===== src/common/ppu_pkg.sv =====
package ppu_pkg;

  // ============================================================
  // Display modes
  // ============================================================
  typedef enum logic [1:0] {
    mode_hblank = 2'd0,
    mode_vblank = 2'd1,
    mode_oam    = 2'd2,
    mode_draw   = 2'd3
  } ppu_mode_t;

  // ============================================================
  // Line and frame timing
  // ============================================================
  localparam logic [8:0] cycles_per_line = 9'd456;
  localparam logic [7:0] lines_per_frame = 8'd154;
  localparam logic [7:0] visible_lines   = 8'd144;
  localparam logic [8:0] mode2_len       = 9'd80;
  localparam logic [8:0] mode3_len       = 9'd172;
  localparam logic [7:0] screen_width    = 8'd160;

  // ============================================================
  // Address map
  // ============================================================
  localparam logic [15:0] vram_start = 16'h8000;
  localparam logic [15:0] vram_end   = 16'h9FFF;
  localparam logic [15:0] reg_base   = 16'hFF40;
  localparam int          vram_aw    = 13;
  localparam int          fifo_depth = 16;

  // Tile maps, as offsets into video memory
  localparam logic [12:0] map_base_lo = 13'h1800;
  localparam logic [12:0] map_base_hi = 13'h1C00;

  // Register offsets from reg_base
  localparam logic [2:0] reg_lcdc = 3'd0;
  localparam logic [2:0] reg_stat = 3'd1;
  localparam logic [2:0] reg_scy  = 3'd2;
  localparam logic [2:0] reg_scx  = 3'd3;
  localparam logic [2:0] reg_ly   = 3'd4;
  localparam logic [2:0] reg_lyc  = 3'd5;
  localparam logic [2:0] reg_bgp  = 3'd7;

endpackage


===== src/ppu/pixel_fifo.sv =====
`timescale 1ns/1ps

module pixel_fifo import ppu_pkg::*; (
  input  logic       clk,
  input  logic       reset,
  input  logic       flush,
  input  logic       push,
  input  logic [1:0] push_idx,
  input  logic       pop,
  output logic [1:0] pop_idx,
  output logic       empty,
  output logic       free_ge8
);

  logic [1:0]                    mem [fifo_depth];
  logic [$clog2(fifo_depth)-1:0] wr_ptr;
  logic [$clog2(fifo_depth)-1:0] rd_ptr;
  logic [$clog2(fifo_depth):0]   count;

  always_ff @(posedge clk) begin
    if (push) begin
      mem[wr_ptr] <= push_idx;
    end
  end

  // Pointers wrap naturally, depth is a power of two
  always_ff @(posedge clk or posedge reset) begin
    if (reset) begin
      wr_ptr <= '0;
      rd_ptr <= '0;
      count  <= '0;
    end else if (flush) begin
      wr_ptr <= '0;
      rd_ptr <= '0;
      count  <= '0;
    end else begin
      if (push) wr_ptr <= wr_ptr + 1'b1;
      if (pop) rd_ptr <= rd_ptr + 1'b1;
      count <= count + ($bits(count))'(push) - ($bits(count))'(pop);
    end
  end

  assign pop_idx  = mem[rd_ptr];
  assign empty    = (count == '0);
  assign free_ge8 = (int'(count) <= fifo_depth - 8);

  assert property (@(posedge clk) disable iff (reset)
    push |-> (int'(count) < fifo_depth));

  assert property (@(posedge clk) disable iff (reset)
    pop |-> !empty);

endmodule


===== config.mk =====
export PLATFORM = sky130hd
export DESIGN_NAME = pixel_fifo
export DESIGN_NICKNAME = d
export VERILOG_FILES = /design/src/common/ppu_pkg.sv /design/src/ppu/pixel_fifo.sv
export SDC_FILE = /design/constraint.sdc
export NUM_CORES = 1
export LEC_CHECK = 0
export BUFFER_PORTS_ARGS = -buffer_cell sky130_fd_sc_hd__buf_2
export CAP_MARGIN = 20
export CORE_MARGIN = 2
export CORE_UTILIZATION = 54
export DETAILED_ROUTE_END_ITERATION = 10
export HOLD_SLACK_MARGIN = 0.06
export PLACE_DENSITY = 0.68
export SKIP_CTS_REPAIR_TIMING = 1
export SLEW_MARGIN = 40
export SYNTH_ARGS = -nofsm -noshare
export SYNTH_HDL_FRONTEND = slang
export SYNTH_SLANG_ARGS = --single-unit
export TNS_END_PERCENT = 100

===== constraint.sdc =====
create_clock -name clk -period 2.7 [get_ports clk]
set_clock_uncertainty 0.15 [all_clocks]
set_input_delay 0.27 -clock clk [delete_from_list [all_inputs] [get_ports clk]]
set_output_delay 0.27 -clock clk [all_outputs]
set_load 0.01 [all_outputs]

After elaboration in Yosys (flattened, before gate mapping)
Memories as Yosys holds them, arrays and structs flattened.
Cells that the tools add are included.
{"block": "classes", "order_cmp": 1, "eq_ne": 0, "div": 0, "n_reduce_logical": 3, "bitwise": 0, "n_mux": 7, "n_shift": 0, "multipliers": 0, "add_sub_neg": 4}
{"operator": "4-bit 2-to-1 mux", "count": 4}
{"operator": "4-bit by 1-bit adder with 4-bit output (second input constant)", "count": 2}
{"operator": "5-bit by 1-bit adder with 5-bit output", "count": 1}
{"operator": "5-bit by 4-bit <= comparator with 1-bit output (second input constant)", "count": 1}
{"operator": "5-bit logical NOT", "count": 1}
{"operator": "5-bit 2-to-1 mux", "count": 1}
{"operator": "5-bit by 1-bit subtractor with 5-bit output", "count": 1}
{"operator": "2-bit nonzero test", "count": 2}
{"operator": "1-bit 2-to-1 mux", "count": 2}
{"block": "word_totals", "ram_bits": 32, "word_cells": 19, "out_inout_bits": 4, "rom_bits": 0, "n_memories": 1, "ff_bits": 13, "input_bits": 7, "latchBits": 0}
{"memory": "mem", "depth": 16, "word_bits": 2, "rd": 1, "rd_clocked_by_memory_dff": 0, "wr": 1, "line": "pixel_fifo.sv:15", "source": "logic [1:0] mem [fifo_depth];"}

Depth between registers and ports, before layout
Gate-level depths: netlist of run 1.
{"block": "logic_depth", "depth_word": 3, "depth_mapped": 10}

Least setup slack after synthesis of run 1
OpenSTA, ideal clock, no wires.
{"block": "synth_path", "path_type": "register -> register", "start": "reg count[0]", "end": "reg count[4]", "stages_incl_launch_ff": 11, "required_ns": 2.424, "n_path_buf": 0, "t_arrival_ns": 1.672, "setup_slack_ns": 0.752, "cell_sequence": "dfrtp_1 inv_1 ha_1 inv_1 ha_1 inv_1 fa_1 nand2b_1 a21oi_1 or3_1 a21oi_1"}
{"block": "synth_via", "elab_chain_cells": 3}
{"item": "start: declaration", "line": "pixel_fifo.sv:18", "source": "logic [$clog2(fifo_depth):0] count;"}
{"item": "start signal: assignment", "line": "pixel_fifo.sv:39", "source": "count <= count + ($bits(count))'(push) - ($bits(count))'(pop);"}
{"item": "5-bit by 1-bit adder with 5-bit output", "line": "pixel_fifo.sv:39"}
{"item": "5-bit by 1-bit subtractor with 5-bit output", "line": "pixel_fifo.sv:39"}
{"item": "5-bit 2-to-1 mux", "line": "pixel_fifo.sv:32", "source": "end else if (flush) begin"}
Every way passes these cells.
A chain may end at the register's enable or synchronous reset.

Final worst setup path of run 1
{"block": "layout_path", "start": "reg rd_ptr[0]", "end": "out pop_idx[1]"}
{"block": "layout_via", "elab_chain_cells": 1}
{"item": "start: declaration", "line": "pixel_fifo.sv:17", "source": "logic [$clog2(fifo_depth)-1:0] rd_ptr;"}
{"item": "start signal: assignment", "line": "pixel_fifo.sv:38", "source": "if (pop) rd_ptr <= rd_ptr + 1'b1;"}
{"item": "memory 16 x 2 bit"}
{"item": "end: declaration", "line": "pixel_fifo.sv:10", "source": "output logic [1:0] pop_idx,"}
Every way passes these cells.

==> impl_metrics.toml, run 1 <==
[worst_setup_path]
path_max_fanout = 11
crit_type = "reg -> out"
required_ns = 2.28
crit_path_end_kind = "output pin"
cp.arrival_ns = 2.10
start_kind = "register"

[cts]
clock-sinks = 45
clkLatencyLatePin_ns = 0.29
path_clk_slew_ns = 0.08
cts_buffers = 5
cts_tree = "yes"
h-tree-depth = 2
cts-root-buf = "clkbuf_8"
clock_path_buffers = 2

[logic_synthesis]
synth_fp_nets = 174
ys_ff_latch = 45
yosysWarnings = 0
synth_area_per_cell_um2 = 14.0
netlist-cell-type-count = 28
ys_seq_area_share_pct = 59.8
syn_area_mm2 = 0.00215
syn_inst = 153

[power]
ir_drop_mv = 0.431
fin_total_pwr_mw = 1.58
p_per_area_mw_per_mm2 = 680
p_leak_nw = 0.930

[sta]
slew_viol_final = 0
fin_crit_ns = 2.52
setup_ws_ns = 0.184
rsz0062_at_grt = "false"
finalCritPeriodShare_pct = 93.2
hold_viol = 0
setup_viol_count_final = 0
worst_pin_slew_ns = 0.530
slew-limit-headroom_pct = 64.6
setup_tns_ns = 0
whs_ns = 0.156
fmax_mhz = 397

[grt]
grt_pass1_wl_mm = 5.64
grt_remaining_overflow = 0
gr-usage-all-layers_pct = 17.8
grt_max_degree = 17
antenna_found_initial = 0
grt_pass1_vias = 1150

[cells_and_area]
diodes = 0
seq_area_mm2 = 0.00129
stdcell_count = 215
nets = 187
fillCellCount = 296
area_growth_pct = 8.38
final_layout_size_suffix_gt1_share_pct = 10.8
multi_input_area_um2 = 785
post-route-util_pct = 62.2
finalInstanceArea_mm2 = 0.00233

[status]
outcome = "completed"

[routing]
wl_mm = 3.46
ant_nets = 0
detail_route.iter0.violations = 48
route.detailed.drc = 0
routedWlPerCell_um = 16.1
vias = 1168
viasPerCell = 5.43
detail_route.first_pass.iterations = 4

[run]
max_cap_viol_count = 0

[floorplanning]
fp.coreArea_mm2 = 0.00374
die_h_um = 67.1
initial_core_util_pct = 57.4
rows = 22
dieArea_mm2 = 0.00450
fp.dieW_um = 67.1
pin_count = 11

[placement]
routabilityCongestion = 0.752
port_buffers = 10
hpwlAfterDp_mm = 2.55
dp.cells = 206
pre_cts_ws_ns = 0.487
placed_cell_area_mm2 = 0.00223

[worst_hold_path]
hp-class = "in -> reg"
==> registers in the layout, summed over array words and instances (netlist names) <==
| name | cells |
|---|---|
| count | 5 |
| mem | 32 |
| rd_ptr | 4 |
| wr_ptr | 4 |
==> critical path, stage by stage (launching register included) <==
cell	delay, ns
dfrtp_1	0.68
mux4_2	0.56
nor2b_1	0.14
a211oi_1	0.22
a21oi_1	0.06
buf_2	0.14
==> layout by cell type (no fill, tap or decap), types with 3 or more instances in the layout <==
master,n
dfrtp_1,13
inv_1,13
buf_2,10
a21oi_1,5
nor2b_1,3
xor2_1,4
and2_1,10
edfxtp_1,32
and3_1,4
clkbuf_8,6
mux4_1,6
xnor2_1,4
mux2i_1,4
nor2_1,18
ha_1,13
nand2_1,4
==> cell usage after synthesis, drive strengths merged <==
cell    count  area (um^2)
xnor2       4         35.0
nand4       2         12.5
edfxtp     32          961
ha         13          163
inv        13         48.8
nor2       18         67.6
nor2b       3         18.8
clkbuf      2         7.51
or3         1         6.26
nand3       2         10.0
mux4        8          203
buf         3         22.5
mux2i       4         40.0
xor2        4         35.0
nand2       4         15.0
nand2b      1         6.26
dfrtp      13          325
fa          1         20.0
and2       10         62.6
a21oi       5         25.0
and3        4         25.0
o21ai       1         5.00
nor3        1         5.00
a211oi      2         15.0
a21o        2         15.0
==> per-layer routing <==
layer / up-vias / track usage, % / routed length (um) / share of wire, %
li1: 568 / - / - / -
met1: 579 / 24.5 / 1660 / 48
met3: 5 / 4.05 / 108 / 3.1
met4: 0 / 6.12 / 45 / 1.3
met5: - / 0 / 0 / 0
met2: 16 / 27.7 / 1650 / 48
==> logic make-up after synthesis <==
logic type | synth area share (%)
flops | 59.8
compound gates | 2.79
buf+inv | 3.67
fa+ha+maj | 8.50
simple gates | 10.7
mux | 11.3
xor+xnor | 3.26
==> path summary, 6_finish.rpt <==
kind / startpoint / end / slack [ns] / cells past startpoint
max: rd_ptr[0] / pop_idx[1] / 0.18 / 5
min reg2reg: wr_ptr[1] / wr_ptr[1] / 0.48 / 2
min in group asynchronous: reset / count[1] / 0.41 / 3
min: pop / rd_ptr[0] / 0.16 / 3
max reg2reg: count[0] / count[4] / 0.59 / 10
max in group asynchronous: reset / count[0] / 1.64 / 3
==> report_power, final <==
group / internal [mW] / leakage, nW / switching (mW)
clock: 0.209 / 0.0455 / 0.204
sequential: 0.779 / 0.462 / 0.0368
combinational: 0.168 / 0.422 / 0.188
total: 1.16 / 0.930 / 0.428
==> final cells by class <==
cell class              instances  area share, %
multi-input cells              90           33.7
clock buffers                   8           3.87
flip-flops and latches         45           55.2
repair buffers                 11           2.58
well taps                      48           2.58
inverters                      13           2.09
(Power assumes the default switching activity.)
==> inputs of run 2 (changes only) <==
--- a/config.mk
+++ b/config.mk
@@ -9,6 +9,7 @@
 export CAP_MARGIN = 20
 export CORE_MARGIN = 2
 export CORE_UTILIZATION = 54
+export CTS_BUF_LIST = sky130_fd_sc_hd__clkbuf_4
 export DETAILED_ROUTE_END_ITERATION = 10
 export HOLD_SLACK_MARGIN = 0.06
 export PLACE_DENSITY = 0.68
==> impl_metrics.toml, run 2 (synthesis gave the netlist of run 1 again) <==
[cells_and_area]
post-route-util_pct = 61.4
largestRegisters = "mem (32), count (5)"
final_layout_size_suffix_gt1_share_pct = 12.0
diodes = 0
top_register = "mem"
stdcell_count = 215
largest_register_ffs = 32
layout_commonest_cell = "edfxtp_1"
nets = 187
fillCellCount = 303
finalInstanceArea_mm2 = 0.00230
area_growth_pct = 6.87
final_cell_mix = "32 x edfxtp_1, 18 x nor2_1, 13 x inv_1, 13 x ha_1, 12 x dfrtp_1"

[worst_setup_path]
timing.rr.end = "count[4]"
crit_type = "reg -> out"
crit_path_end_kind = "output pin"
critPathSlowestCell = "dfrtp_2"
required_ns = 2.28
worstPathCellList = "mux4_2, nor2b_1, a211oi_1, a21oi_1, buf_2"
path_max_fanout = 11
cpLargestDelayFamily = "flip-flops"
r2r_slack_ns = 0.58
reg2regPathDepth = 10
max_stage_delay_ns = 0.56
start_kind = "register"
r2r-start = "count[0]"
cp.arrival_ns = 2.02
cp.depth = 5
crit_buf_inv = 1

[sta]
fin_crit_ns = 2.44
worst_pin_slew_ns = 0.514
setup_ws_ns = 0.263
hold_viol = 0
slew_viol_final = 0
finalCritPeriodShare_pct = 90.3
setup_tns_ns = 0
rsz0062_at_grt = "false"
slew-limit-headroom_pct = 65.7
whs_ns = 0.0872
fmax_mhz = 410
setup_viol_count_final = 0

[cts]
clock_path_buffers = 2
cts_tree = "yes"
h-tree-depth = 2
cts-root-buf = "clkbuf_4"
path_clk_slew_ns = 0.12
clock-sinks = 45
cts_buffers = 5
clkLatencyLatePin_ns = 0.35

[power]
ir_drop_mv = 0.402
p_per_area_mw_per_mm2 = 648
fin_total_pwr_mw = 1.49
p_leak_nw = 0.917

[floorplanning]
fp.coreArea_mm2 = 0.00374
rows = 22
dieArea_mm2 = 0.00450
fp.dieW_um = 67.1
initial_core_util_pct = 57.4
pin_count = 11
die_h_um = 67.1

[routing]
viasPerCell = 5.45
vias = 1171
wl_mm = 3.47
ant_nets = 0
routedWlPerCell_um = 16.2
route.detailed.drc = 0
detail_route.first_pass.iterations = 4
detail_route.iter0.violations = 56

[worst_hold_path]
min-delay-start = "pop"
hp-class = "in -> reg"
worstHoldPathCells = 3
holdPathEnd = "rd_ptr[0]"

[placement]
hpwlAfterDp_mm = 2.55
port_buffers = 10
dp.cells = 206
placed_cell_area_mm2 = 0.00223
pre_cts_ws_ns = 0.487
routabilityCongestion = 0.752

[grt]
antenna_found_initial = 0
met3_usage_pct = 4.05
top_usage_layer = "met2"
use_met1_pct = 24.1
grt_pass1_wl_mm = 5.61
grt_max_degree = 17
grt_pass1_vias = 1151
globalRouteMet2Util_pct = 27.6
grt_remaining_overflow = 0
gr-usage-all-layers_pct = 17.7

[run]
max_cap_viol_count = 0

[status]
outcome = "completed"
run 2: layout make-up:
cell class	count	area, um^2	area share, %
Clock buffer	7	52.6	2.29
Inverter	13	48.8	2.12
Sequential cell	45	1290	56.0
Clock inverter	1	3.75	0.163
Multi-Input combinational cell	90	785	34.2
Timing Repair Buffer	11	60.1	2.61
Tap cell	48	60.1	2.61
run 2: worst max path at each step:
stage	startpoint	to	slack (ns)
global route	rd_ptr[0]	pop_idx[1]	0.15
finish	rd_ptr[0]	pop_idx[1]	0.26
detailed placement	rd_ptr[0]	pop_idx[1]	0.49
CTS	rd_ptr[0]	pop_idx[1]	0.09
global placement	rd_ptr[0]	pop_idx[1]	0.54
floorplan	count[0]	count[4]	0.75
run 2: where the power goes:
group | switching, mW | internal [mW]
logic | 0.186 | 0.168
registers | 0.0366 | 0.779
clock network | 0.197 | 0.121
total | 0.420 | 1.07
run 2: worst min-delay path, delay by kind of cell:
kind          cells  cell delay (ns)
xor+xnor          1             0.07
buf+inv           1             0.14
simple gates      1             0.07
run 2: layer usage:
| layer | vias to the layer above | routed length [um] |
|---|---|---|
| met4 | 0 | 45 |
| met2 | 19 | 1650 |
| li1 | 565 | - |
| met1 | 582 | 1660 |
| met5 | - | 0 |
| met3 | 5 | 123 |
==> inputs of run 3 (changes only) <==
==> constraint.sdc (replaced) <==
create_clock -name clk -period 2.4 [get_ports clk]
set_clock_uncertainty 0.15 [all_clocks]
set_input_delay 0.24 -clock clk [delete_from_list [all_inputs] [get_ports clk]]
set_output_delay 0.24 -clock clk [all_outputs]
set_load 0.01 [all_outputs]
==> impl_metrics.toml, run 3 (synthesis gave the netlist of run 1 again) <==
[cells_and_area]
area_growth_pct = 8.09
layout_commonest_cell = "edfxtp_1"
post-route-util_pct = 62.1
largestRegisters = "mem (32), count (5)"
largest_register_ffs = 32
top_register = "mem"
final_cell_mix = "32 x edfxtp_1, 18 x nor2_1, 13 x inv_1, 13 x ha_1, 12 x dfrtp_1"
nets = 190
diodes = 0
final_layout_size_suffix_gt1_share_pct = 14.7

[worst_setup_path]
required_ns = 2.01
r2r-start = "count[0]"
crit_type = "reg -> out"
start_kind = "register"
crit_start = "rd_ptr[0]"
r2r_slack_ns = 0.21
worstPathCellList = "mux4_1, a211oi_2, a21oi_1, buf_2"
crit_path_end_kind = "output pin"
max_stage_delay_ns = 0.63
path_max_fanout = 8
cp.arrival_ns = 1.96
critPathSlowestCell = "mux4_1"

[sta]
hold_viol = 0
fmax_mhz = 426
rsz0062_at_grt = "true"
setup_ws_ns = 0.0529
slew_viol_final = 0
fin_crit_ns = 2.35
setup_viol_count_final = 0
worst_pin_slew_ns = 0.503
slew-limit-headroom_pct = 66.4
finalCritPeriodShare_pct = 97.8

[grt]
gr-usage-all-layers_pct = 18.4
antenna_found_initial = 0
grt_remaining_overflow = 0
grt_max_degree = 17
grt_pass1_wl_mm = 5.87
grt_pass1_vias = 1202

[routing]
detail_route.first_pass.iterations = 4
routedWlPerCell_um = 16.4
viasPerCell = 5.58
route.detailed.drc = 0
wl_mm = 3.57
ant_nets = 0
vias = 1217
detail_route.iter0.violations = 62

[cts]
clkLatencyLatePin_ns = 0.35
cts_buffers = 5
path_clk_slew_ns = 0.13
cts_tree = "yes"
cts-root-buf = "clkbuf_4"
clock-sinks = 45
h-tree-depth = 2
clock_path_buffers = 2

[placement]
routabilityCongestion = 0.726
pre_cts_ws_ns = 0.198
port_buffers = 10
hpwlAfterDp_mm = 2.60

[run]
max_cap_viol_count = 0

[floorplanning]
dieArea_mm2 = 0.00450
fp.coreArea_mm2 = 0.00374
rows = 22
fp.dieW_um = 67.1
pin_count = 11
initial_core_util_pct = 57.4
die_h_um = 67.1

[power]
p_leak_nw = 0.927
p_per_area_mw_per_mm2 = 721
ir_drop_mv = 0.519
fin_total_pwr_mw = 1.67

[status]
outcome = "completed"

[worst_hold_path]
hp-class = "in -> reg"
min-delay-start = "flush"
run 3: metrics by stage:
stage	cell area [um^2]	std cells	setup TNS [ns]	hold WS (ns)
2_1_floorplan	2150	153	0	-0.0330
3_3_place_gp	2240	208	0	0.131
3_5_place_dp	2240	208	0	0.148
4_1_cts	2290	216	-0.333	-0.249
5_1_grt	2320	218	-0.0503	0.0775
6_report	2320	218	0	0.0567
run 3: worst max-delay path, delay by kind of cell (launching register included):
| kind | cells | cell delay, ns |
|---|---|---|
| AO/OA/AOI/OAI | 2 | 0.31 |
| flip-flops | 1 | 0.52 |
| buffers and inverters | 1 | 0.15 |
| multiplexers | 1 | 0.63 |
run 3: final timing paths:
kind | cells after the start | endpoint
min in group asynchronous | 3 | wr_ptr[2]
setup reg to reg | 10 | count[4]
hold / removal | 2 | count[4]
setup / recovery | 4 | pop_idx[1]
hold reg to reg | 2 | wr_ptr[1]
max in group asynchronous | 3 | rd_ptr[0]
run 3: final cells by class:
cell class	instances	area, um^2
Clock buffer	5	37.5
Clock inverter	3	12.5
Fill cell	304	1420
Inverter	13	48.8
Multi-Input combinational cell	90	782
Sequential cell	45	1290
Tap cell	48	60.1
Timing Repair Buffer	14	95.1
run 3: power by group:
group / switching, mW / internal, mW
clock network: 0.228 / 0.106
logic: 0.221 / 0.201
registers: 0.0407 / 0.877
total: 0.490 / 1.18
run 3: metal layers:
metal / share of wire (%) / wire [um] / vias up / GRT usage (%)
met5: 0 / 0 / - / 0
met4: 1.0 / 36 / 0 / 4.59
met3: 3.6 / 127 / 4 / 4.56
met2: 48 / 1730 / 28 / 29.7
met1: 47 / 1680 / 611 / 24.9
li1: - / - / 574 / -
